--- src/hdl/pat_pkg.sv ---
package pat_pkg;

	// ==================================================================
	// word types
	// ==================================================================
	localparam int data_w = 8;          // fixed by the instruction set
	localparam int instr_w = 20;

	typedef logic [data_w-1:0] data_t;
	typedef logic [instr_w-1:0] instr_t;

	// ==================================================================
	// instruction fields
	// ==================================================================
	localparam int cond_hi = 14;        // bits 19:15 and 12 are reserved
	localparam int cond_lo = 13;
	localparam int op_i8_hi = 11;
	localparam int op_i8_lo = 8;
	localparam int imm8_hi = 7;
	localparam int imm8_lo = 0;
	localparam int op_i3_hi = 7;        // overlaps imm8, only seen behind the i8 prefix
	localparam int op_i3_lo = 4;
	localparam int imm3_hi = 2;
	localparam int imm3_lo = 0;
	localparam int op_i0_hi = 3;        // only seen behind both prefixes
	localparam int op_i0_lo = 0;

	// i8 space, 10 and 12 unused
	typedef enum logic [3:0] {
		i8_or = 4'd0,
		i8_and = 4'd1,
		i8_addm = 4'd2,
		i8_subm = 4'd3,
		i8_add = 4'd4,
		i8_sub = 4'd5,
		i8_ldi = 4'd6,
		i8_ldm = 4'd7,
		i8_bf = 4'd8,
		i8_bb = 4'd9,
		i8_stm = 4'd11,
		i8_orm = 4'd13,
		i8_andm = 4'd14,
		i8_prefix = 4'd15              // escape into the i3 space
	} opcode_i8_e;

	typedef enum logic [3:0] {
		i3_shl = 4'd0,
		i3_shlo = 4'd1,
		i3_shr = 4'd2,
		i3_asr = 4'd3,
		i3_in = 4'd5,
		i3_out = 4'd8,
		i3_prefix = 4'd15              // escape into the i0 space
	} opcode_i3_e;

	typedef enum logic [3:0] {
		i0_not = 4'd0,
		i0_test = 4'd2,
		i0_nop = 4'd15
	} opcode_i0_e;

	typedef enum logic [1:0] {
		cond_zero = 2'd0,              // commit on z
		cond_neg = 2'd1,               // commit on n
		cond_always_a = 2'd2,
		cond_always_b = 2'd3
	} cond_e;

	// always-cond, i0 space, opcode 5 does nothing
	localparam instr_t instr_nop = 20'h06ff5;

endpackage

--- src/hdl/pat_alu.sv ---
`timescale 1ns/1ps

module pat_alu (
	input pat_pkg::data_t i_a,
	input pat_pkg::data_t i_b,
	input pat_pkg::opcode_i8_e i_op_i8,
	input pat_pkg::opcode_i3_e i_op_i3,
	input logic i_is_i8,
	input logic i_is_i3,
	output pat_pkg::data_t o_y
);

	logic [2:0] sh;                    // shift count from the i3 immediate
	pat_pkg::data_t ones_fill;         // low bits set by shlo

	assign sh = i_b[2:0];
	assign ones_fill = ~({pat_pkg::data_w{1'b1}} << sh);

	always_comb
	begin
		o_y = i_a;                     // unused opcodes pass the accumulator
		if (i_is_i8)
		begin
			case (i_op_i8)
				pat_pkg::i8_or, pat_pkg::i8_orm: o_y = i_a | i_b;
				pat_pkg::i8_and, pat_pkg::i8_andm: o_y = i_a & i_b;
				pat_pkg::i8_add, pat_pkg::i8_addm: o_y = i_a + i_b;    // wraps at 8 bits
				pat_pkg::i8_sub, pat_pkg::i8_subm: o_y = i_a - i_b;
				default: o_y = i_a;
			endcase
		end
		else if (i_is_i3)
		begin
			case (i_op_i3)
				pat_pkg::i3_shl: o_y = i_a << sh;
				pat_pkg::i3_shlo: o_y = (i_a << sh) | ones_fill;
				pat_pkg::i3_shr: o_y = i_a >> sh;
				pat_pkg::i3_asr: o_y = pat_pkg::data_t'($signed(i_a) >>> sh);  // sign fill
				default: o_y = i_a;
			endcase
		end
		else
		begin
			// i0 space, only not writes the accumulator
			o_y = ~i_a;
		end
	end

endmodule

--- src/hdl/pat_execute.sv ---
`timescale 1ns/1ps

module pat_execute #(
	parameter int dmem_depth = 32
) (
	input logic clk,
	input logic reset,
	input pat_pkg::opcode_i8_e i_op_i8,
	input pat_pkg::opcode_i3_e i_op_i3,
	input pat_pkg::opcode_i0_e i_op_i0,
	input logic i_is_i8,
	input logic i_is_i3,
	input logic i_is_i0,
	input pat_pkg::cond_e i_cond,
	input pat_pkg::data_t i_operand,
	input logic [$clog2(dmem_depth)-1:0] i_write_adr,
	input pat_pkg::data_t i_inputs,
	output logic o_dmem_write,
	output logic [$clog2(dmem_depth)-1:0] o_dmem_write_adr,
	output pat_pkg::data_t o_dmem_write_data,
	output pat_pkg::data_t o_outputs,
	output logic o_out_valid
);

	pat_pkg::data_t acc;               // the accumulator
	pat_pkg::data_t alu_y;
	pat_pkg::data_t acc_next;
	logic z, n;                        // flags written only by test
	logic commit;
	logic acc_load;
	logic is_out, is_test;

	pat_alu i_alu (
		.i_a(acc),
		.i_b(i_operand),
		.i_op_i8(i_op_i8),
		.i_op_i3(i_op_i3),
		.i_is_i8(i_is_i8),
		.i_is_i3(i_is_i3),
		.o_y(alu_y)
	);

	// =================================================================
	// condition and commit decode
	// =================================================================
	always_comb
	begin
		case (i_cond)
			pat_pkg::cond_zero: commit = z;
			pat_pkg::cond_neg: commit = n;
			default: commit = 1'b1;    // both always codes
		endcase
	end

	always_comb
	begin
		acc_load = 1'b0;
		acc_next = alu_y;
		if (i_is_i8)
		begin
			case (i_op_i8)
				pat_pkg::i8_or, pat_pkg::i8_and, pat_pkg::i8_add, pat_pkg::i8_sub,
				pat_pkg::i8_orm, pat_pkg::i8_andm, pat_pkg::i8_addm,
				pat_pkg::i8_subm: acc_load = 1'b1;
				pat_pkg::i8_ldi, pat_pkg::i8_ldm:
				begin
					acc_load = 1'b1;
					acc_next = i_operand;  // imm or mem picked in decode
				end
				default: acc_load = 1'b0;
			endcase
		end
		else if (i_is_i3)
		begin
			case (i_op_i3)
				pat_pkg::i3_shl, pat_pkg::i3_shlo, pat_pkg::i3_shr,
				pat_pkg::i3_asr: acc_load = 1'b1;
				pat_pkg::i3_in:
				begin
					acc_load = 1'b1;
					acc_next = i_inputs;
				end
				default: acc_load = 1'b0;
			endcase
		end
		else if (i_is_i0)
			acc_load = (i_op_i0 == pat_pkg::i0_not);
	end

	assign is_out = i_is_i3 && (i_op_i3 == pat_pkg::i3_out);
	assign is_test = i_is_i0 && (i_op_i0 == pat_pkg::i0_test);

	// store goes straight to memory and lands at this commit edge
	assign o_dmem_write = commit && i_is_i8 && (i_op_i8 == pat_pkg::i8_stm);
	assign o_dmem_write_adr = i_write_adr;
	assign o_dmem_write_data = acc;

	// =================================================================
	// commit registers
	// =================================================================
	always_ff @(posedge clk)
	begin
		if (reset)
		begin
			acc <= '0;
			z <= 1'b0;
			n <= 1'b0;
			o_out_valid <= 1'b0;
		end
		else
		begin
			o_out_valid <= commit && is_out;   // one-cycle pulse
			if (commit && acc_load)
				acc <= acc_next;
			if (commit && is_test)
			begin
				z <= (acc == '0);
				n <= acc[pat_pkg::data_w-1];
			end
		end
	end

	// output value held until the next out
	always_ff @(posedge clk)
	begin
		if (commit && is_out)
			o_outputs <= acc;
	end

	// a committed store never writes an unknown address or value
	a_store_known : assert property (@(posedge clk) disable iff (reset)
		o_dmem_write |-> !$isunknown({o_dmem_write_adr, o_dmem_write_data}));

endmodule

--- config.mk ---
export PLATFORM = sky130hd
export DESIGN_NAME = pat_execute
export DESIGN_NICKNAME = d
export VERILOG_FILES = /design/src/hdl/pat_pkg.sv /design/src/hdl/pat_alu.sv /design/src/hdl/pat_execute.sv
export SDC_FILE = /design/constraint.sdc
export NUM_CORES = 1
export LEC_CHECK = 0
export BUFFER_PORTS_ARGS = -buffer_cell sky130_fd_sc_hd__buf_2
export CAP_MARGIN = 15
export CORE_MARGIN = 8
export CORE_UTILIZATION = 40
export DETAILED_ROUTE_END_ITERATION = 16
export GPL_ROUTABILITY_DRIVEN = 0
export PLACE_DENSITY = 0.61
export SYNTH_ARGS = -nofsm -noshare
export SYNTH_HDL_FRONTEND = slang
export SYNTH_SLANG_ARGS = --single-unit
export TNS_END_PERCENT = 1
--- constraint.sdc ---
create_clock -name clk -period 4.5 [get_ports clk]
set_input_delay 0.9 -clock clk [delete_from_list [all_inputs] [get_ports clk]]
set_output_delay 0.9 -clock clk [all_outputs]
set_load 0.02 [all_outputs]
==> metrics.md <==
| Metric | Value |
|---|---|
| Vias | ~3.2k |
| Simple-Gate Fraction of Synth Area | 21.5% |
| Reg2reg path depth | 8 |
| Library cells used by synthesis | 71 |
| Antenna cells | 0 |
| Post-DR wirelength/cell | around 20 um |
| Die height | 101 um |
| Vias in the first global route | 3062 |
| Final setup viols | 0 |
| First DRT Iteration DRCs | 277 |
| Post-Syn Instances | 380 |
| Core Box Area | 7100 um^2 |
| Critical Path Source Type | input pin |
| WP buf/inv | 1 |
| Power Density | 202 nW/um^2 |
| WS Path Type | in2reg |
| Drt first pass iters | 5 |
| Max FO, Critical Path | 23 |
| DP Wirelength | just over 7000 um |
| Fraction of layout instances using a drive strength above 1 | about a fifth |
| Maximum level of the CTS H-tree | 1 |
| Inserted Clock Buffers | 3 |
| Final worst-path cycle share | 71.0% |
| Compound-Gate Fraction of Synth Area | 32.4% |
| Row cnt | 31 |
| Post-route minimum period | around 3.2 ns |
| Worst-Margin Slew | 1.12 ns |
| Hold depth | 2 |
| DRT antenna net count | 0 |
| Largest net degree at the start of global routing | 27 |
| VDD IR max | 0.0690 mV |
| Synth-to-layout area growth | 9.12% |
| DRC errors left | 0 |
| Sw Share | a little over two fifths |
| Dominant register cell in the synthesized netlist | dfxtp_1 |
| Status | completed |
| CP top delay family | compound AO/OA/AOI/OAI gates |
| Setup WS pre-CTS | 1.10 ns |
| Critical Path RT | 4.68 ns |
| Type of the worst min-delay path | reg2reg |
| Combinational power share | between 40% and 50% |
| RSZ-0062 raised after global routing | no |
| Adder-cell share of the synthesized area | 6.78% |
| CP max stage cell | a2111oi_0 |
| Die area | around 10000 um^2 |
| Clock skew | ~0.0030 ns |
| CP arrival | 3.37 ns |
| Clk pwr share | 20.4% |
| Psw | approximately 0.27 mW |
| Multiplexer share of the synthesized area | 11.1% |
| Clk sinks | 19 |
| Max Clk Rate | 313 MHz |
| EDFF count, synth | 8 |
| Seq pwr share | approximately 34% |
| Yosys reg bits | 19 |
| Root Buffer | clkbuf_8 |
| Syn Area/Cell | 7.58 um^2 |
| Static leakage | 1.22 nW |
| Internal power | 0.369 mW |
| Post-CTS setup buffers | 0 |
| WP depth | 10 |
| Largest family of logic cells by synthesized area | compound AO/OA/AOI/OAI gates |
| FFs w/ async S/R, synth | 0% |
| Fin Setup TNS | 0 ns |
| Initial antenna violation count | 0 |
| GRT Total Usage | around a fifth |
| Max-Cap Viols | 0 |
| Post-Synth XOR/XNOR Area | approximately 3.3% |
| Grt ovf | 0 |
| Syn Nets | 435 |
| CTS tree | done |
| Max Root-Sink Buffers | 2 |
| Global-route wire length before repair | 15800 um |
| Final Max Tran Viols | 0 |
| Worst-Skew Late Latency | 0.27 ns |
| IO Pins | 63 |
| CTS Hold Bufs | 0 |
| Clock transition at path regs | 0.08 ns |
| Avg Vias per Cell | 6.38 |
| Die width | 101 um |
| Post-synthesis sequential area ratio | between 15 and 20% |
| Port bufs | 52 |
| Starting Density | 40.6% |
| Post-cts gate resize count | 0 |
| Crit end category | flop |
| Nets | 456 |
| Mapped cell area | approximately 2900 um^2 |
| Post-route setup slack | between 1 and 1.5 ns |
| Worst slew margin | 25.0% |
| Max incr delay on CP | 0.46 ns |
| Final Hold Fails | 0 |
| Total Wirelength | 9810 um |
| Yosys Warn Count | 0 |
| CP Cell Sequence | buf_2 > nand2b_1 > or2_2 > a21o_1 > fa_1 > nor2b_1 > o21ai_0 > a2111oi_0 > o2111ai_1 > o311ai_1 |
-- cell families after synthesis --
kind of cell	after synthesis
AND/OR/NAND/NOR	118
buffers and inverters	56
adder cells (fa/ha/maj)	15
multiplexers	22
flip-flops	19
XOR/XNOR	11
AO/OA/AOI/OAI	139
-- power by group through the flow --
stage / combinational (mW) / sequential [mW] / clock, mW
2_1_floorplan: 0.220 / 0.207 / 0
3_3_place_gp: 0.282 / 0.220 / 0
6_report: 0.290 / 0.217 / 0.130
4_1_cts: 0.285 / 0.215 / 0.129
3_5_place_dp: 0.284 / 0.219 / 0
5_1_grt: 0.320 / 0.218 / 0.132
-- synth_stat cells (all sizes together) (3+ instances only) --
library cell	n	area [um^2]
o32ai	3	26.3
nand2	25	93.8
a221oi	6	52.6
o21a	5	37.5
o22ai	8	50.1
mux4	6	139
or4	3	26.3
xor2	7	61.3
o311ai	3	26.3
nand3	10	50.1
a21oi	26	130
mux2i	10	113
o31ai	5	37.5
a211o	3	26.3
inv	14	52.6
nor2	23	86.3
edfxtp	8	240
dfxtp	11	220
buf	21	126
nand2b	11	68.8
o21ai	37	185
o221ai	4	35.0
nand4	6	37.5
clkbuf	19	71.3
mux2	6	67.6
xnor2	4	35.0
a31oi	7	43.8
a21o	4	30.0
ha	14	175
and2	4	25.0
nor2b	7	43.8
a211oi	8	72.6
o211ai	3	22.5
or3	4	25.0
nor3	13	65.1
-- sequential cells by signal, summed over array words and instances (netlist names) --
| name | flops |
|---|---|
| n | 1 |
| o_outputs | 8 |
| o_dmem_write_data | 8 |
| z | 1 |
| o_out_valid | 1 |
-- path summary, 6_finish.rpt --
| check | from | endpoint | slack (ns) |
|---|---|---|---|
| worst max register to register | o_dmem_write_data[0] | o_dmem_write_data[4] | 1.89 |
| worst max-delay path | i_op_i8[3] | o_dmem_write_data[4] | 1.31 |
| worst min register to register | z | z | 0.46 |
| worst min-delay path | z | z | 0.46 |
-- tightest hold or removal path: stages, from the launching register on --
cell and delay [ns]:
dfxtp_1 0.31, nand2_1 0.05, a21oi_1 0.05
-- area by class of cell --
class,count,area (um^2)
timing repair buffer,56,290
tap,99,124
multi-input combinational,305,2160
clock buffer,3,41.3
inverter,16,60.1
fill,732,3960
clock inverter,1,5.00
sequential,19,460
-- cells in the final DEF, fill, tap and decap left out, types with 10 or more instances in the layout --
master and instances:
buf_2 52, o21ai_0 36, a21oi_1 26, nand2_1 25, nor2_1 23, inv_1 14, ha_1 14, nor3_1 13
nand2b_1 11, dfxtp_1 11, nand3_1 10
-- through the flow --
step                      instance area, um^2  power (mW)  std cells  hold slack, ns  util [%]
after CTS                                3140       0.629        499           0.456      44.3
final                                    3140       0.636        499           0.455      44.3
after global routing                     3140       0.670        499           0.487      44.3
after detailed placement                 3100       0.503        495           0.444      43.6
after global placement                   3100       0.502        495           0.446      43.6
after floorplan                          2880       0.427        380           0.432         -
-- layer usage --
layer	track usage [%]	wire [um]	vias up
li1	-	-	1486
met1	24.7	4150	1509
met2	31.2	4570	172
met3	2.56	858	18
met4	8.02	240	0
met5	0	0	-
Note: power is estimated with default switching activity, not from simulation.
