<file path="src/hdl/pat_pkg.sv">
package pat_pkg;

	// ==================================================================
	// word types
	// ==================================================================
	localparam int data_w = 8;          // fixed by the instruction set
	localparam int instr_w = 20;

	typedef logic [data_w-1:0] data_t;
	typedef logic [instr_w-1:0] instr_t;

	// ==================================================================
	// instruction fields
	// ==================================================================
	localparam int cond_hi = 14;        // bits 19:15 and 12 are reserved
	localparam int cond_lo = 13;
	localparam int op_i8_hi = 11;
	localparam int op_i8_lo = 8;
	localparam int imm8_hi = 7;
	localparam int imm8_lo = 0;
	localparam int op_i3_hi = 7;        // overlaps imm8, only seen behind the i8 prefix
	localparam int op_i3_lo = 4;
	localparam int imm3_hi = 2;
	localparam int imm3_lo = 0;
	localparam int op_i0_hi = 3;        // only seen behind both prefixes
	localparam int op_i0_lo = 0;

	// i8 space, 10 and 12 unused
	typedef enum logic [3:0] {
		i8_or = 4'd0,
		i8_and = 4'd1,
		i8_addm = 4'd2,
		i8_subm = 4'd3,
		i8_add = 4'd4,
		i8_sub = 4'd5,
		i8_ldi = 4'd6,
		i8_ldm = 4'd7,
		i8_bf = 4'd8,
		i8_bb = 4'd9,
		i8_stm = 4'd11,
		i8_orm = 4'd13,
		i8_andm = 4'd14,
		i8_prefix = 4'd15              // escape into the i3 space
	} opcode_i8_e;

	typedef enum logic [3:0] {
		i3_shl = 4'd0,
		i3_shlo = 4'd1,
		i3_shr = 4'd2,
		i3_asr = 4'd3,
		i3_in = 4'd5,
		i3_out = 4'd8,
		i3_prefix = 4'd15              // escape into the i0 space
	} opcode_i3_e;

	typedef enum logic [3:0] {
		i0_not = 4'd0,
		i0_test = 4'd2,
		i0_nop = 4'd15
	} opcode_i0_e;

	typedef enum logic [1:0] {
		cond_zero = 2'd0,              // commit on z
		cond_neg = 2'd1,               // commit on n
		cond_always_a = 2'd2,
		cond_always_b = 2'd3
	} cond_e;

	// always-cond, i0 space, opcode 5 does nothing
	localparam instr_t instr_nop = 20'h06ff5;

endpackage

</file>
<file path="src/hdl/pat_data_mem.sv">
`timescale 1ns/1ps

module pat_data_mem #(
	parameter int dmem_depth = 32
) (
	input logic clk,
	input logic [$clog2(dmem_depth)-1:0] i_read_adr,
	input logic i_write,
	input logic [$clog2(dmem_depth)-1:0] i_write_adr,
	input pat_pkg::data_t i_write_data,
	output pat_pkg::data_t o_read_data
);

	pat_pkg::data_t mem [0:dmem_depth-1];

	// async read feeds the stage 1 operand mux
	assign o_read_data = mem[i_read_adr];

	// write lands at the commit edge of the stm
	always_ff @(posedge clk)
	begin
		if (i_write)
			mem[i_write_adr] <= i_write_data;
	end

endmodule

</file>
<file path="config.mk">
export PLATFORM = sky130hd
export DESIGN_NAME = pat_data_mem
export DESIGN_NICKNAME = d
export VERILOG_FILES = /design/src/hdl/pat_pkg.sv /design/src/hdl/pat_data_mem.sv
export SDC_FILE = /design/constraint.sdc
export NUM_CORES = 1
export LEC_CHECK = 0
export ABC_CLOCK_PERIOD_IN_PS = 3600
export BUFFER_PORTS_ARGS = -buffer_cell sky130_fd_sc_hd__buf_4
export CAP_MARGIN = 5
export CORE_MARGIN = 1.5
export CORE_UTILIZATION = 61
export DETAILED_ROUTE_END_ITERATION = 8
export GPL_TIMING_DRIVEN = 0
export HOLD_SLACK_MARGIN = 0.02
export PLACE_DENSITY = 0.78
export SKIP_CTS_REPAIR_TIMING = 1
export SLEW_MARGIN = 15
export SYNTH_ARGS = -nofsm -noshare
export SYNTH_HDL_FRONTEND = slang
export SYNTH_SLANG_ARGS = --single-unit
</file>
<file path="constraint.sdc">
create_clock -name clk -period 3.6 [get_ports clk]
set_clock_uncertainty 0.2 [all_clocks]
set_input_delay 0.72 -clock clk [delete_from_list [all_inputs] [get_ports clk]]
set_output_delay 0.72 -clock clk [all_outputs]
set_load 0.05 [all_outputs]
</file>
==> results.sh, run 1 <==
export IMPL_outcome="finished, final reports clean"
export IMPL_dp_cells=647
export IMPL_clkTransAtPathRegs_ns=0.06
export IMPL_grt_overflow_total=0
export IMPL_postSynthAreaPerCell_um2=24.2
export IMPL_cp_start_kind="input port"
export IMPL_largest_reg_flops=256
export IMPL_syn_area_um2=9890
export IMPL_num_rows=46
export IMPL_finalCritPeriodShare_pct=99.0
export IMPL_via_per_inst=6.44
export IMPL_hold_violations=0
export IMPL_cts_buffers_inserted=25
export IMPL_maxCapViolations=0
export IMPL_cellLeakagePower_nw=3.52
export IMPL_max_freq_ghz=0.281
export IMPL_cts_tree="built"
export IMPL_path_class="in -> out"
export IMPL_synth_seq_cells=256
export IMPL_grt_max_degree=33
export IMPL_grt_first_pass_wirelength_mm=28.6
export IMPL_globalplace_congestion=0.762
export IMPL_drtIter0Drc=549
export IMPL_critPathLaunch="i_read_adr[2]"
export IMPL_clockBufferDepth=3
export IMPL_fin_cells=693
export IMPL_rsz0062_at_grt="false"
export IMPL_cp_num_buf_inv=3
export IMPL_clock_sinks=256
export IMPL_power_density_nw_per_um2=554
export IMPL_regMostFlops="mem"
export IMPL_maxSlewViolCount=0
export IMPL_final_common_cell="edfxtp_1"
export IMPL_routedWlPerCell_um=28.3
export IMPL_worstPathArrival_ns=2.64
export IMPL_die_h_um=130
export IMPL_antennaDiodeCount=0
export IMPL_reg_top3="mem (256)"
export IMPL_dpl_instance_area_um2=10300
export IMPL_cp_slowest_cell="mux4_2"
export IMPL_start_util_pct=62.3
export IMPL_peakVddDrop_v=0.000393
export IMPL_ant_nets=0
export IMPL_worst_path_largest_cell_delay_ns=0.52
export IMPL_grt_pass1_vias=4568
export IMPL_path_delay_family="multiplexers"
export IMPL_vias=4466
export IMPL_core_area_um2=15900
export IMPL_synth_nets=429
export IMPL_cts_root_buf="clkbuf_16"
export IMPL_syn_to_final_growth_pct=13.9
export IMPL_routed_wl_mm=19.6
export IMPL_crit_required_ns=2.68
export IMPL_finalSetupViolations=0
export IMPL_setup_ws_ns=0.0371
export IMPL_critical_path_most_common_cell="mux4_2"
export IMPL_pre_cts_slack_ns=-0.575
export IMPL_drc=0
export IMPL_antenna_found_initial=0
export IMPL_fin_area_um2=11300
export IMPL_final_min_clock_period_ns=3.56
export IMPL_dieWidth_um=130
export IMPL_hp_class="in -> reg"
export IMPL_worst_slew_pin_slew_ns=0.805
export IMPL_worstPathMaxFanout=10
export IMPL_drive_gt1_share_pct=34.2
export IMPL_crit_chain="buf_2 > clkbuf_4 > mux4_2 > mux4_2 > mux2_2 > buf_4"
export IMPL_nets=480
export IMPL_synth_seq_area_share_pct=77.7
export IMPL_final_cell_mix="edfxtp_1 (256), mux4_2 (80), nor2_1 (33)"
export IMPL_crit_end="o_read_data[6]"
export IMPL_htreeDepth=1
export IMPL_io_pins=28
export IMPL_ys_warn_count=0
export IMPL_netlist_instances=409
export IMPL_fp_dieArea_um2=17000
export IMPL_endpoint_kind="output port"
export IMPL_max_slew_margin_pct=46.1
export IMPL_port_buffers=22
export IMPL_place_hpwl_mm=11.9
export IMPL_track_usage_pct=24.2
export IMPL_ys_types=14
export IMPL_first_pass_iters=5
export IMPL_fin_util_pct=70.9
export IMPL_crit_cells=6
-- worst min-delay path by stage --
stage                          from         end  cells after the start
floorplan           i_write_data[0]   mem[0][0]                      0
global placement    i_write_data[5]  mem[21][5]                      1
detailed placement  i_write_data[5]  mem[20][5]                      1
CTS                 i_write_data[5]  mem[14][5]                      1
global route        i_write_data[7]   mem[9][7]                      1
finish              i_write_data[5]  mem[20][5]                      1
-- per-stage QoR --
step | hold WS [ns] | TNS, ns | total power [mW]
floorplan | 0.619 | 0 | 3.61
global placement | 0.942 | -4.08 | 3.75
detailed placement | 0.957 | -4.40 | 3.76
CTS | 0.425 | -4.70 | 6.24
global route | 0.440 | 0 | 6.39
finish | 0.436 | 0 | 6.24
-- final cells by class --
cell class | instances | area, um^2
timing repair buffer | 24 | 215
tap | 216 | 270
buffer | 20 | 213
multi-input combinational | 133 | 2100
clock buffer | 32 | 652
fill | 927 | 4620
sequential | 256 | 7690
clock inverter | 12 | 129
-- metal layers --
metal	up-vias	track usage [%]	wire, um
li1	1849	-	-
met1	2348	36.6	7770
met2	234	37.1	9380
met5	-	0	0
met3	35	5.21	2000
met4	0	6.40	430
-- Yosys cell counts (all sizes together) --
cell type | instances | share of area [%]
nand3 | 2 | 0.10
nand2 | 1 | 0.038
or3b | 3 | 0.27
edfxtp | 256 | 78
mux4 | 80 | 18
buf | 14 | 0.85
nor2 | 33 | 1.3
or3 | 1 | 0.063
clkbuf | 6 | 0.23
nand3b | 5 | 0.38
mux2 | 8 | 0.91
-- cells by family after synthesis --
logic type,count (synthesis),synth area share [%]
flops,256,77.7
mux,88,19.1
simple gates,45,2.10
buf+inv,20,1.07
-- where the power goes --
part	switching [mW]	total [mW]	internal [mW]
Sequential	0.00896	3.32	3.32
Clock	1.04	2.52	1.49
Combinational	0.229	0.397	0.168
Total	1.27	6.24	4.97
Note: power is estimated with default switching activity, not from simulation.
==> run 2: changes to the inputs <==
--- a/config.mk
+++ b/config.mk
@@ -8,12 +8,14 @@
 export ABC_CLOCK_PERIOD_IN_PS = 3600
 export BUFFER_PORTS_ARGS = -buffer_cell sky130_fd_sc_hd__buf_4
 export CAP_MARGIN = 5
+export CELL_PAD_IN_SITES_DETAIL_PLACEMENT = 0
+export CELL_PAD_IN_SITES_GLOBAL_PLACEMENT = 1
 export CORE_MARGIN = 1.5
-export CORE_UTILIZATION = 61
+export CORE_UTILIZATION = 55
 export DETAILED_ROUTE_END_ITERATION = 8
 export GPL_TIMING_DRIVEN = 0
 export HOLD_SLACK_MARGIN = 0.02
-export PLACE_DENSITY = 0.78
+export PLACE_DENSITY_LB_ADDON = 0.1
 export SKIP_CTS_REPAIR_TIMING = 1
 export SLEW_MARGIN = 15
 export SYNTH_ARGS = -nofsm -noshare
==> results.sh, run 2 (synthesis gave the netlist of run 1 again) <==
export IMPL_dieWidth_um=137
export IMPL_vias=4264
export IMPL_maxCapViolations=0
export IMPL_outcome="finished, violations left"
export IMPL_max_freq_ghz=0.277
export IMPL_peakVddDrop_v=0.000424
export IMPL_tns_ns=-0.0103
export IMPL_worst_slew_pin_slew_ns=0.812
export IMPL_nets=479
export IMPL_grt_max_degree=33
export IMPL_worstPathMaxFanout=10
export IMPL_routed_wl_mm=19.0
export IMPL_crit_chain="buf_8 > buf_12 > mux4_2 > mux4_2 > mux2_2 > buf_4"
export IMPL_cellLeakagePower_nw=3.48
export IMPL_endpoint_kind="output port"
export IMPL_final_min_clock_period_ns=3.61
export IMPL_finalCritPeriodShare_pct=100
export IMPL_p_sw_mw=1.25
export IMPL_hold_depth=1
export IMPL_antenna_found_initial=0
export IMPL_track_usage_pct=21.5
export IMPL_finalSetupViolations=1
export IMPL_num_fill_cells=1182
export IMPL_critical_path_most_common_cell="mux4_2"
export IMPL_drive_gt1_share_pct=33.5
export IMPL_violations="negative setup slack"
export IMPL_power_density_nw_per_um2=549
export IMPL_largest_reg_flops=256
export IMPL_cp_num_buf_inv=3
export IMPL_worstHoldEndpoint="mem[27][5]"
export IMPL_cp_slowest_cell="mux4_2"
export IMPL_cp_start_kind="input port"
export IMPL_power_total_mw=6.15
export IMPL_core_area_um2=17400
export IMPL_maxSlewViolCount=0
export IMPL_pwr_share_comb_pct=6.3
export IMPL_power_frac_clock_pct=39.6
export IMPL_place_hpwl_mm=12.3
export IMPL_cts_root_buf="clkbuf_16"
export IMPL_path_delay_family="multiplexers"
export IMPL_die_h_um=137
export IMPL_grt_overflow_total=0
export IMPL_clockBufferDepth=3
export IMPL_crit_required_ns=2.68
export IMPL_drc=0
export IMPL_htreeDepth=1
export IMPL_routedWlPerCell_um=27.1
export IMPL_cts_tree="built"
export IMPL_fp_dieArea_um2=18800
export IMPL_switching_share_pct=20.3
export IMPL_grt_pass1_vias=4421
export IMPL_grt_first_pass_wirelength_mm=27.9
export IMPL_clock_sinks=256
export IMPL_cts_buffers_inserted=26
export IMPL_globalplace_congestion=0.792
export IMPL_rsz0062_at_grt="true"
export IMPL_path_class="in -> out"
export IMPL_hp_class="in -> reg"
export IMPL_ant_nets=0
export IMPL_worstPathArrival_ns=2.69
export IMPL_reg_top3="mem (256)"
export IMPL_min_from="i_write_data[5]"
export IMPL_power_frac_seq_pct=54.1
export IMPL_hold_violations=0
export IMPL_drtIter0Drc=353
export IMPL_num_rows=48
export IMPL_worst_path_largest_cell_delay_ns=0.57
export IMPL_start_util_pct=56.8
export IMPL_port_buffers=22
export IMPL_via_per_inst=6.09
export IMPL_clkTransAtPathRegs_ns=0.06
export IMPL_syn_to_final_growth_pct=13.1
export IMPL_setup_ws_ns=-0.0103
export IMPL_max_slew_margin_pct=45.7
export IMPL_final_cell_mix="edfxtp_1 (256), mux4_2 (80), nor2_1 (33)"
export IMPL_internal_power_mw=4.90
export IMPL_first_pass_iters=4
export IMPL_antennaDiodeCount=0
export IMPL_final_common_cell="edfxtp_1"
export IMPL_regMostFlops="mem"
export IMPL_io_pins=28
==> run 2: cell count changes in the layout (fill, tap and decap cells not counted) <==
cell	before	now
buf_12	5	3
buf_2	2	1
buf_4	25	26
bufinv_16	3	1
clkbuf_1	9	8
clkbuf_2	1	2
clkbuf_4	1	2
clkinv_1	5	8
clkinv_2	4	2
==> run 2: per-layer routing <==
layer	GRT usage [%]	wire [um]	part of all wire, %
met3	3.52	1680	8.9
met2	31.1	8780	46
met1	34.0	8020	42
met5	0	0	0
met4	7.08	513	2.7
==> run 2: worst max-delay path by stage <==
stage	from	endpoint	slack, ns	cells past startpoint
final	i_read_adr[0]	o_read_data[2]	-0.01	6
after global routing	i_read_adr[2]	o_read_data[1]	-0.03	6
after CTS	i_read_adr[2]	o_read_data[4]	-0.63	6
after detailed placement	i_read_adr[2]	o_read_data[2]	-0.63	6
after global placement	i_read_adr[2]	o_read_data[2]	-0.66	6
after floorplan	i_read_adr[2]	o_read_data[0]	0.14	5
==> run 2: through the flow <==
| stage | cell area [um^2] | instances | utilization, % | hold slack [ns] | worst slack (ns) |
|---|---|---|---|---|---|
| floorplan | 9890 | 409 | - | 0.619 | 0.139 |
| global placement | 10300 | 656 | 59.4 | 0.942 | -0.658 |
| detailed placement | 10300 | 656 | 59.4 | 0.954 | -0.627 |
| CTS | 11100 | 700 | 63.8 | 0.405 | -0.630 |
| global route | 11200 | 700 | 64.2 | 0.417 | -0.0270 |
| finish | 11200 | 700 | 64.2 | 0.421 | -0.0103 |
==> run 2: final cells by class <==
cell class	instances	area, um^2	area share, %
sequential	256	7690	68.7
multi-input combinational	133	2100	18.8
clock buffer	33	698	6.24
tap	225	282	2.52
buffer	20	188	1.68
timing repair buffer	22	165	1.48
clock inverter	11	70.1	0.626
==> run 2: power groups by stage <==
stage	combinational (mW)	clock, mW	sequential (mW)
2_1_floorplan	0.231	0	3.38
3_3_place_gp	0.372	0	3.38
3_5_place_dp	0.379	0	3.39
4_1_cts	0.380	2.47	3.32
5_1_grt	0.409	2.59	3.32
6_report	0.388	2.44	3.32
