### config.mk
export PLATFORM = sky130hd
export DESIGN_NAME = pat_decode
export DESIGN_NICKNAME = d
export VERILOG_FILES = /design/src/hdl/pat_pkg.sv /design/src/hdl/pat_decode.sv
export SDC_FILE = /design/constraint.sdc
export NUM_CORES = 1
export LEC_CHECK = 0
export BUFFER_PORTS_ARGS = -buffer_cell sky130_fd_sc_hd__buf_4
export CAP_MARGIN = 20
export CELL_PAD_IN_SITES_DETAIL_PLACEMENT = 2
export CELL_PAD_IN_SITES_GLOBAL_PLACEMENT = 2
export CORE_MARGIN = 2
export CORE_UTILIZATION = 19
export CTS_CLUSTER_SIZE = 8
export DETAILED_ROUTE_END_ITERATION = 12
export HOLD_SLACK_MARGIN = 0.08
export PLACE_DENSITY_LB_ADDON = 0.1
export SYNTH_ARGS = -nofsm -noshare
export SYNTH_HDL_FRONTEND = slang
export SYNTH_SLANG_ARGS = --single-unit
### constraint.sdc
create_clock -name clk -period 1.8 [get_ports clk]
set_clock_uncertainty 0.15 [all_clocks]
set_input_delay 0.27 -clock clk [delete_from_list [all_inputs] [get_ports clk]]
set_output_delay 0.27 -clock clk [all_outputs]
set_load 0.03 [all_outputs]
### src/hdl/pat_pkg.sv
package pat_pkg;

	// ==================================================================
	// word types
	// ==================================================================
	localparam int data_w = 8;          // fixed by the instruction set
	localparam int instr_w = 20;

	typedef logic [data_w-1:0] data_t;
	typedef logic [instr_w-1:0] instr_t;

	// ==================================================================
	// instruction fields
	// ==================================================================
	localparam int cond_hi = 14;        // bits 19:15 and 12 are reserved
	localparam int cond_lo = 13;
	localparam int op_i8_hi = 11;
	localparam int op_i8_lo = 8;
	localparam int imm8_hi = 7;
	localparam int imm8_lo = 0;
	localparam int op_i3_hi = 7;        // overlaps imm8, only seen behind the i8 prefix
	localparam int op_i3_lo = 4;
	localparam int imm3_hi = 2;
	localparam int imm3_lo = 0;
	localparam int op_i0_hi = 3;        // only seen behind both prefixes
	localparam int op_i0_lo = 0;

	// i8 space, 10 and 12 unused
	typedef enum logic [3:0] {
		i8_or = 4'd0,
		i8_and = 4'd1,
		i8_addm = 4'd2,
		i8_subm = 4'd3,
		i8_add = 4'd4,
		i8_sub = 4'd5,
		i8_ldi = 4'd6,
		i8_ldm = 4'd7,
		i8_bf = 4'd8,
		i8_bb = 4'd9,
		i8_stm = 4'd11,
		i8_orm = 4'd13,
		i8_andm = 4'd14,
		i8_prefix = 4'd15              // escape into the i3 space
	} opcode_i8_e;

	typedef enum logic [3:0] {
		i3_shl = 4'd0,
		i3_shlo = 4'd1,
		i3_shr = 4'd2,
		i3_asr = 4'd3,
		i3_in = 4'd5,
		i3_out = 4'd8,
		i3_prefix = 4'd15              // escape into the i0 space
	} opcode_i3_e;

	typedef enum logic [3:0] {
		i0_not = 4'd0,
		i0_test = 4'd2,
		i0_nop = 4'd15
	} opcode_i0_e;

	typedef enum logic [1:0] {
		cond_zero = 2'd0,              // commit on z
		cond_neg = 2'd1,               // commit on n
		cond_always_a = 2'd2,
		cond_always_b = 2'd3
	} cond_e;

	// always-cond, i0 space, opcode 5 does nothing
	localparam instr_t instr_nop = 20'h06ff5;

endpackage

### src/hdl/pat_decode.sv
`timescale 1ns/1ps

module pat_decode #(
	parameter int dmem_depth = 32
) (
	input logic clk,
	input logic reset,
	input pat_pkg::instr_t i_instr,
	input pat_pkg::data_t i_read_data,
	output logic o_jump,
	output logic o_branch_back,
	output pat_pkg::data_t o_branch_offset,
	output logic [$clog2(dmem_depth)-1:0] o_dmem_read_adr,
	output pat_pkg::opcode_i8_e o_op_i8,
	output pat_pkg::opcode_i3_e o_op_i3,
	output pat_pkg::opcode_i0_e o_op_i0,
	output logic o_is_i8,
	output logic o_is_i3,
	output logic o_is_i0,
	output pat_pkg::cond_e o_cond,
	output pat_pkg::data_t o_operand,
	output logic [$clog2(dmem_depth)-1:0] o_write_adr
);

	localparam int adr_w = $clog2(dmem_depth);

	pat_pkg::opcode_i8_e op_i8;
	pat_pkg::opcode_i3_e op_i3;
	pat_pkg::opcode_i0_e op_i0;
	pat_pkg::data_t imm8;
	logic [2:0] imm3;
	logic is_i8, is_i3, is_i0;
	logic source_dmem;                 // operand comes from data memory
	pat_pkg::data_t operand;

	// =================================================================
	// stage 1 field split and class decode
	// =================================================================
	assign op_i8 = pat_pkg::opcode_i8_e'(i_instr[pat_pkg::op_i8_hi:pat_pkg::op_i8_lo]);
	assign op_i3 = pat_pkg::opcode_i3_e'(i_instr[pat_pkg::op_i3_hi:pat_pkg::op_i3_lo]);
	assign op_i0 = pat_pkg::opcode_i0_e'(i_instr[pat_pkg::op_i0_hi:pat_pkg::op_i0_lo]);
	assign imm8 = i_instr[pat_pkg::imm8_hi:pat_pkg::imm8_lo];
	assign imm3 = i_instr[pat_pkg::imm3_hi:pat_pkg::imm3_lo];

	assign is_i8 = (op_i8 != pat_pkg::i8_prefix);
	assign is_i3 = !is_i8 && (op_i3 != pat_pkg::i3_prefix);
	assign is_i0 = !is_i8 && !is_i3;   // both prefixes set

	// branches resolve here, fetch squashes the next slot
	assign o_jump = is_i8 && ((op_i8 == pat_pkg::i8_bf) || (op_i8 == pat_pkg::i8_bb));
	assign o_branch_back = is_i8 && (op_i8 == pat_pkg::i8_bb);
	assign o_branch_offset = imm8;

	assign o_dmem_read_adr = imm8[adr_w-1:0];  // modulo dmem_depth

	always_comb
	begin
		source_dmem = 1'b0;
		if (is_i8)
		begin
			case (op_i8)
				pat_pkg::i8_addm, pat_pkg::i8_subm, pat_pkg::i8_ldm,
				pat_pkg::i8_orm, pat_pkg::i8_andm: source_dmem = 1'b1;
				default: source_dmem = 1'b0;
			endcase
		end
	end

	// pre-select the alu b input so stage 2 sees one operand
	assign operand = source_dmem ? i_read_data :
		(is_i8 ? imm8 : {5'b00000, imm3});

	// =================================================================
	// stage 2 registers
	// =================================================================
	always_ff @(posedge clk)
	begin
		if (reset)
		begin
			o_is_i8 <= 1'b0;
			o_is_i3 <= 1'b0;
			o_is_i0 <= 1'b0;
		end
		else
		begin
			o_is_i8 <= is_i8;
			o_is_i3 <= is_i3;
			o_is_i0 <= is_i0;
		end
	end

	always_ff @(posedge clk)
	begin
		o_op_i8 <= op_i8;
		o_op_i3 <= op_i3;
		o_op_i0 <= op_i0;
		o_cond <= pat_pkg::cond_e'(i_instr[pat_pkg::cond_hi:pat_pkg::cond_lo]);
		o_operand <= operand;
		o_write_adr <= imm8[adr_w-1:0];   // store address, same field as the read
	end

	// every slot leaving reset carries exactly one instruction class
	a_one_class : assert property (@(posedge clk)
		!reset |=> $onehot({o_is_i8, o_is_i3, o_is_i0}));

endmodule

==> impl_metrics.yaml, run 1 <==
floorplanning:
  placement_rows: 24
  floorplan.die.width_um: 71.3
  design.portCount: 75
  start_util: 0.198
  die_height_um: 71.3
  core_area_um2: 4350
  floorplan.die_area_um2: 5090
logic_synthesis:
  synth_area_per_cell_um2: 11.6
  main_combinational_cell_family_by_area_after_synthesis: "buffers and inverters"
  synth_mux_area_frac: 0.122
  part_of_the_yosys_area_used_for_sequential_elements: 0.581
  share_of_synthesized_cell_area_in_full_adder_half_adder_and_majority_cells: 0
  mappedNetlistArea_um2: 861
  post_synth_and_or_nand_nor_area_fraction: 0.0887
  yosys_warnings: 0
  synth-seq-cells: 25
  synth_xor_area_frac: 0
  share_of_the_synthesized_area_in_compound_gates_ao_oa_aoi_oai: 0.0160
  yosysUniqueCellTypes: 16
  syn_nets: 104
  synth_cells: 74
clocking:
  cts_buffers: 3
  cts_tree: "done"
  cts-root-buf: "sky130_fd_sc_hd__clkbuf_8"
  cts_sinks: 25
  cts-resized-gates: 0
  clock_path_buffers: 2
  post_cts_buffers: 0
  path_clk_slew_ns: 0.09
  htree_num_levels: 1
  cts_hold_buffers: 18
critical_path:
  crit_chain: "dlygate4sd3_1 -> buf_4 -> o21ai_0 -> a22o_1 -> buf_12 -> mux2_4"
  startpoint_class_of_the_critical_path: "input port"
  critical-path-top-delay-family: "buffers and inverters"
  timing.critical_path.slowest_stage_cell: "sky130_fd_sc_hd__dlygate4sd3_1"
  crit_type: "input port to register"
  worst_ep_arrival_time_ns: 1.76
  crit_fanout: 8
  critical-path-max-stage-delay_ns: 0.54
  critical_path_required_ns: 1.81
  path_depth: 6
  path_buf_inv: 3
  worst_setup_path_end_kind: "register"
placement:
  gpl.final_weighted_congestion: 0.674
  io_buffers: 68
  post-dp-hpwl_um: 1890
grt:
  grt_antenna_before_repair: 0
  grt_start_max_net_pins: 15
  number_of_global_route_vias_before_repair: 757
  grt_first_pass_wirelength_um: 3820
  grt_overall_usage: 0.0986
  global_route.overflow_total: 0
min_path:
  worst_min_delay_path_category: "input port to register"
  worstHoldPathCells: 3
route:
  num_vias: 750
  first_pass_detailed_route_iteration_total: 4
  drt_wl_total_um: 2520
  initialDrtViolationCount: 14
  detail_route.wl_per_cell_um: 12.7
  drt-vias-per-instance: 3.79
  antenna_viol_nets_final: 0
  drc_violations_left: 0
pwr:
  combPwrFrac: 0.277
  power_switching_share: 0.294
  ir_drop_v: 0.000323
  clkPwrFrac: 0.256
  p_leak_nw: 0.770
  share_seq_of_total_power: 0.467
  power_per_cell_area_nw_per_um2: 835
  total_internal_power_mw: 0.909
  p_sw_mw: 0.379
  p_total_mw: 1.29
layout:
  final_cell_mix: "sky130_fd_sc_hd__buf_4 (68), sky130_fd_sc_hd__dfxtp_1 (25), sky130_fd_sc_hd__dlygate4sd3_1 (18)"
  synthesis_to_layout_area_growth_pct: 79.1
  final_layout_size_suffix_gt1_frac: 0.534
  layout_commonest_cell: "sky130_fd_sc_hd__buf_4"
  antenna_cells_inserted: 0
  nets: 177
run:
  max_cap_violations: 0
timing:
  unrepaired_setup_endpoints_after_global_routing: "no"
  timing_max_transition_violations_final: 0
  setup-tns-final_ns: 0
  setup_viol_count_final: 0
  achievable-frequency_mhz: 574
  tightestPinTransition_ns: 0.369
  hold_violations: 0
  min_period_ns: 1.74
  post-route-period-util: 0.968
  slew_headroom: 0.753
status:
  result_of_the_run: "complete, no violations"
-- flip-flops by register name, summed over array words and instances, names as in the netlist --
name / flops
o_op_i3: 4
o_is_i8: 1
o_cond: 2
o_is_i0: 1
o_op_i8: 4
o_operand: 8
o_write_adr: 4
o_is_i3: 1
-- power groups by stage --
stage          Combinational (mW)  Clock, mW  Sequential, mW
6_report                    0.356      0.330           0.601
5_1_grt                     0.376      0.383           0.605
4_1_cts                     0.362      0.358           0.603
3_5_place_dp                0.331          0           0.615
3_3_place_gp                0.326          0           0.613
2_1_floorplan               0.123          0           0.690
-- worst paths after layout --
check                     startpoint            to  slack (ns)
worst min-delay path  i_read_data[5]  o_operand[5]        0.09
worst max-delay path      i_instr[8]  o_operand[1]        0.06
-- cell usage after synthesis --
library cell | n | area (um^2)
sky130_fd_sc_hd__and4_1 | 1 | 8.76
sky130_fd_sc_hd__mux2i_1 | 6 | 60.1
sky130_fd_sc_hd__mux2_4 | 3 | 45.0
sky130_fd_sc_hd__nand2_1 | 6 | 22.5
sky130_fd_sc_hd__nor3b_1 | 2 | 15.0
sky130_fd_sc_hd__o21ai_0 | 1 | 5.00
sky130_fd_sc_hd__buf_4 | 18 | 135
sky130_fd_sc_hd__nand4_1 | 1 | 6.26
sky130_fd_sc_hd__a22o_1 | 1 | 8.76
sky130_fd_sc_hd__or2_2 | 1 | 6.26
sky130_fd_sc_hd__dfxtp_1 | 25 | 500
sky130_fd_sc_hd__nor3_1 | 1 | 5.00
sky130_fd_sc_hd__inv_1 | 5 | 18.8
sky130_fd_sc_hd__nor2b_1 | 1 | 6.26
sky130_fd_sc_hd__buf_6 | 1 | 11.3
sky130_fd_sc_hd__and2_1 | 1 | 6.26
-- stage by stage --
stage               hold WS (ns)  utilization  instances  setup WS [ns]  cell area, um^2
floorplan                  0.148            -         74          0.260              866
global placement           0.227        0.302        176          0.133             1320
finish                    0.0920        0.354        198         0.0575             1540
detailed placement         0.228        0.302        176          0.117             1320
global route              0.0925        0.354        198         0.0218             1540
CTS                       0.0811        0.354        198         0.0621             1540
-- metal layers --
layer  routed length [um]  track usage
met5                    0            0
met2                 1330        0.175
met3                  226       0.0394
met4                   19       0.0252
met1                  940        0.110
-- final cells by class --
class / count / area, um^2
clock buffer: 3 / 41.3
clock inverter: 1 / 5.00
fill: 491 / 2810
inverter: 5 / 18.8
multi-input combinational: 25 / 200
sequential: 25 / 500
tap: 52 / 65.1
timing repair buffer: 87 / 711
-- worst min-delay path, delay by kind of cell --
family | cells | cell delay (ns)
multiplexers | 1 | 0.05
buffers and inverters | 2 | 0.15
-- cell families (layout without fill, tap and decap cells) --
group | count (synthesis) | count (layout)
mux | 9 | 9
compound gates | 2 | 2
simple gates | 14 | 14
buf+inv | 24 | 96
flops | 25 | 25
Note: power is estimated with default switching activity, not from simulation.
==> run 2: changes to the inputs <==
--- a/config.mk
+++ b/config.mk
@@ -9,7 +9,7 @@
 export CAP_MARGIN = 20
 export CELL_PAD_IN_SITES_DETAIL_PLACEMENT = 2
 export CELL_PAD_IN_SITES_GLOBAL_PLACEMENT = 2
-export CORE_MARGIN = 2
+export CORE_MARGIN = 5
 export CORE_UTILIZATION = 19
 export CTS_CLUSTER_SIZE = 8
 export DETAILED_ROUTE_END_ITERATION = 12
==> run 2 against run 1 <==
Effect of this change: utilization decreased by 0.36 points; die area increased by 18%; first-iteration DRC count decreased by 14%.
==> impl_metrics.yaml, run 2 (synthesis results as in run 1) <==
placement:
  io_buffers: 68
  post-dp-hpwl_um: 2100
  gpl.final_weighted_congestion: 0.612
clocking:
  post_cts_buffers: 0
  cts_sinks: 25
  path_clk_slew_ns: 0.09
  cts_tree: "done"
  cts_buffers: 3
  cts-root-buf: "sky130_fd_sc_hd__clkbuf_8"
  htree_num_levels: 1
  clock_path_buffers: 2
floorplanning:
  placement_rows: 24
  floorplan.die.width_um: 77.3
  design.portCount: 75
  die_height_um: 77.3
  floorplan.die_area_um2: 5980
  start_util: 0.196
  core_area_um2: 4380
route:
  detail_route.wl_per_cell_um: 14.2
  drt_wl_total_um: 2830
  antenna_viol_nets_final: 0
  drt-vias-per-instance: 3.77
  initialDrtViolationCount: 12
  num_vias: 751
  first_pass_detailed_route_iteration_total: 2
  drc_violations_left: 0
layout:
  final_layout_size_suffix_gt1_frac: 0.537
  regMostFlops: "o_operand"
  nets: 178
  final_cell_mix: "sky130_fd_sc_hd__buf_4 (70), sky130_fd_sc_hd__dfxtp_1 (25), sky130_fd_sc_hd__dlygate4sd3_1 (18)"
  largest_register_ff_count: 8
  antenna_cells_inserted: 0
  layout_commonest_cell: "sky130_fd_sc_hd__buf_4"
  utilization_after_layout: 0.350
  synthesis_to_layout_area_growth_pct: 78.5
critical_path:
  critical-path-top-delay-family: "buffers and inverters"
  critical_path_required_ns: 1.38
  crit_type: "input port to primary output"
  worst_setup_path_end_kind: "primary output"
  path_buf_inv: 3
  worst_ep_arrival_time_ns: 1.15
  timing.critical_path.slowest_stage_cell: "sky130_fd_sc_hd__dlygate4sd3_1"
  crit_chain: "dlygate4sd3_1 -> buf_4 -> buf_4"
  critical-path-max-stage-delay_ns: 0.56
  crit_fanout: 4
  critical-path-top-cell-by-count: "sky130_fd_sc_hd__buf_4"
  startpoint_class_of_the_critical_path: "input port"
status:
  result_of_the_run: "complete, no violations"
pwr:
  p_sw_mw: 0.389
  p_leak_nw: 0.771
  share_seq_of_total_power: 0.464
  power_per_cell_area_nw_per_um2: 843
  clkPwrFrac: 0.261
  ir_drop_v: 0.000259
  p_total_mw: 1.30
  combPwrFrac: 0.275
  power_switching_share: 0.300
  total_internal_power_mw: 0.907
timing:
  timing_max_transition_violations_final: 0
  setup-tns-final_ns: 0
  hold_violations: 0
  timing.hold.ws_ns: 0.0919
  achievable-frequency_mhz: 638
  min_period_ns: 1.57
  slew_headroom: 0.729
  unrepaired_setup_endpoints_after_global_routing: "no"
  setup_viol_count_final: 0
  post-route-period-util: 0.871
  tightestPinTransition_ns: 0.405
grt:
  grt_first_pass_wirelength_um: 4310
  number_of_global_route_vias_before_repair: 861
  grt_start_max_net_pins: 15
  global_route.overflow_total: 0
  grt_antenna_before_repair: 0
  grt_overall_usage: 0.0923
run:
  max_cap_violations: 0
min_path:
  worst_min_delay_path_category: "input port to register"
-- run 2: cell types whose count changed in the layout (fill, tap and decap cells not counted) --
cell	delta
sky130_fd_sc_hd__buf_4	+2
sky130_fd_sc_hd__buf_12	-1
-- run 2: layout make-up --
type | count | area (um^2)
tap | 52 | 65.1
clock inverter | 1 | 5.00
multi-input combinational | 25 | 200
clock buffer | 3 | 41.3
sequential | 25 | 500
fill | 486 | 2850
timing repair buffer | 88 | 706
inverter | 5 | 18.8
-- run 2: per-stage QoR --
stage               instances  worst slack (ns)  instance area, um^2
floorplan                  74             0.260                  866
global placement          177            0.0761                 1310
detailed placement        177            0.0469                 1310
CTS                       199             0.248                 1540
global route              199             0.209                 1540
finish                    199             0.232                 1540
-- run 2: per-layer routing --
metal | GRT usage | share of wire | up-vias
met3 | 0.0304 | 0.076 | 2
li1 | - | - | 362
met5 | 0 | 0 | -
met2 | 0.167 | 0.55 | 35
met4 | 0.0515 | 0.0032 | 0
met1 | 0.0917 | 0.37 | 352
-- run 2: path summary, 6_finish.rpt --
path	from	end	depth (start not counted)
max	i_instr[7]	o_branch_offset[7]	3
min	i_read_data[6]	o_operand[6]	3
-- run 2: power by group through the flow --
| stage | Combinational [mW] | Sequential, mW | Clock (mW) |
|---|---|---|---|
| floorplan | 0.123 | 0.690 | 0 |
| global placement | 0.324 | 0.614 | 0 |
| detailed placement | 0.329 | 0.615 | 0 |
| CTS | 0.361 | 0.602 | 0.361 |
| global route | 0.374 | 0.605 | 0.380 |
| finish | 0.356 | 0.601 | 0.339 |
-- run 2: repair_timing --
action	CTS	global route
hold endpoints to repair	20	0
resized for setup	0	0
hold buffers	18	0
==> run 3: changes to the inputs <==
--- a/config.mk
+++ b/config.mk
@@ -15,6 +15,7 @@
 export DETAILED_ROUTE_END_ITERATION = 12
 export HOLD_SLACK_MARGIN = 0.08
 export PLACE_DENSITY_LB_ADDON = 0.1
+export SLEW_MARGIN = 20
 export SYNTH_ARGS = -nofsm -noshare
 export SYNTH_HDL_FRONTEND = slang
 export SYNTH_SLANG_ARGS = --single-unit
==> constraint.sdc (replaced) <==
create_clock -name clk -period 1.8 [get_ports clk]
set_clock_uncertainty 0.15 [all_clocks]
set_input_delay 0.45 -clock clk [delete_from_list [all_inputs] [get_ports clk]]
set_output_delay 0.45 -clock clk [all_outputs]
set_load 0.03 [all_outputs]
==> run 3 against run 2 <==
Effect of this change: via count shrank 8.7%; die area stayed put; combinational power is 8.1% lower; highest routed layer unchanged; worst hold slack improved by 0.033 ns; sequential power about the same; clock-buffer cell count unchanged; sequential share of layout area is 3.9 points higher; fmax down 6.9%; routed wire length fell by 13%; worst setup slack worse by 0.12 ns; non-clock buffer count shrank 17; final cell count shrank 8.5%.
==> impl_metrics.yaml, run 3 (synthesis results as in run 1) <==
critical_path:
  crit_type: "input port to primary output"
  startpoint_class_of_the_critical_path: "input port"
  crit_fanout: 5
  critical_path_required_ns: 1.20
  worst_ep_arrival_time_ns: 1.09
  worst_setup_path_end_kind: "primary output"
grt:
  global_route.overflow_total: 0
  globalRouteMet3Util: 0.0269
  grt-busiest-layer: "met2"
  grt_first_pass_wirelength_um: 3850
  grt_start_max_net_pins: 16
  grt_overall_usage: 0.0795
  grt_antenna_before_repair: 0
  globalRouteMet1Util: 0.0824
  grt_util_met2: 0.143
  number_of_global_route_vias_before_repair: 763
timing:
  timing_max_transition_violations_final: 0
  timing.hold.ws_ns: 0.124
  unrepaired_setup_endpoints_after_global_routing: "no"
  setup_ws_ns: 0.115
  tightestPinTransition_ns: 0.395
  post-route-period-util: 0.936
  min_period_ns: 1.69
  slew_headroom: 0.736
  achievable-frequency_mhz: 593
  hold_violations: 0
  setup_viol_count_final: 0
clocking:
  htree_num_levels: 1
  cts_buffers: 3
  cts-root-buf: "sky130_fd_sc_hd__clkbuf_8"
  cts_tree: "done"
  path_clk_slew_ns: 0.10
  cts_sinks: 25
  cts-resized-gates: 0
  post_cts_buffers: 0
  cts_hold_buffers: 0
  clock_path_buffers: 2
min_path:
  worst_min_delay_path_category: "input port to register"
route:
  drc_violations_left: 0
  drt-vias-per-instance: 3.77
  detail_route.wl_per_cell_um: 13.5
  antenna_viol_nets_final: 0
  first_pass_detailed_route_iteration_total: 2
  drt_wl_total_um: 2460
  num_vias: 686
  initialDrtViolationCount: 4
pwr:
  p_leak_nw: 0.700
  power_per_cell_area_nw_per_um2: 922
  ir_drop_v: 0.000242
floorplanning:
  start_util: 0.196
  core_area_um2: 4380
  floorplan.die_area_um2: 5980
  placement_rows: 24
  design.portCount: 75
  die_height_um: 77.3
  floorplan.die.width_um: 77.3
layout:
  flip_flop_and_latch_area_um2: 500
  fill_cells: 487
  largest_register_ff_count: 8
  antenna_cells_inserted: 0
  layout_commonest_cell: "sky130_fd_sc_hd__buf_4"
  regMostFlops: "o_operand"
  synthesis_to_layout_area_growth_pct: 59.4
  final_layout_size_suffix_gt1_frac: 0.615
  final_cell_mix: "sky130_fd_sc_hd__buf_4 (71), sky130_fd_sc_hd__dfxtp_1 (25), sky130_fd_sc_hd__nand2_1 (6), sky130_fd_sc_hd__mux2i_1 (6), sky130_fd_sc_hd__inv_1 (5)"
  nets: 161
  layout.cell_area.non_filler_um2: 1370
  multi_input_comb_area_um2: 206
status:
  result_of_the_run: "complete, no violations"
run:
  max_cap_violations: 0
placement:
  placement.cell_area_um2: 1320
  preCtsSetupSlack_ns: -0.0253
  gpl.final_weighted_congestion: 0.609
  post-dp-hpwl_um: 2070
  io_buffers: 68
[run 3: cell types whose count changed in the layout (fill, tap and decap cells not counted), sizes merged]
cell         previous run  this run
clkinv                  1         0
clkinvlp                0         1
buf                    70        71
dlygate4sd3            18         0
[run 3: critical path, stage by stage]
cell and delay (ns):
sky130_fd_sc_hd__buf_4 0.14, sky130_fd_sc_hd__nor3b_4 0.19, sky130_fd_sc_hd__and2_1 0.15, sky130_fd_sc_hd__buf_4 0.15
[run 3: area by class of cell]
cell class                      instances  area share
Timing Repair Buffer                   71       0.388
Sequential cell                        25       0.365
Multi-Input combinational cell         25       0.150
Tap cell                               52      0.0474
Clock buffer                            3      0.0301
Inverter                                5      0.0137
Clock inverter                          1     0.00547
[run 3: layer usage]
layer / routed length [um] / up-vias
met5: 0 / -
met4: 36 / 0
met3: 215 / 2
met2: 1300 / 32
met1: 909 / 323
li1: - / 329
[run 3: power breakdown]
group          leakage [nW]  internal (mW)  switching (mW)
Combinational         0.468          0.140           0.188
Sequential            0.210          0.590          0.0112
Clock                0.0217          0.157           0.180
Total                 0.700          0.886           0.379
[run 3: final timing paths]
check                       start       endpoint  slack [ns]  depth (start not counted)
worst max-delay path   i_instr[9]  o_branch_back        0.11                          4
worst min-delay path  i_instr[14]      o_cond[1]        0.12                          1
[run 3: through the flow]
stage	setup TNS, ns	std cells	utilization	power (mW)
after floorplan	0	74	-	0.815
after global placement	-0.0138	178	0.302	0.943
after detailed placement	-0.0743	178	0.302	0.949
after CTS	0	182	0.313	1.30
after global routing	0	182	0.313	1.33
final	0	182	0.313	1.27
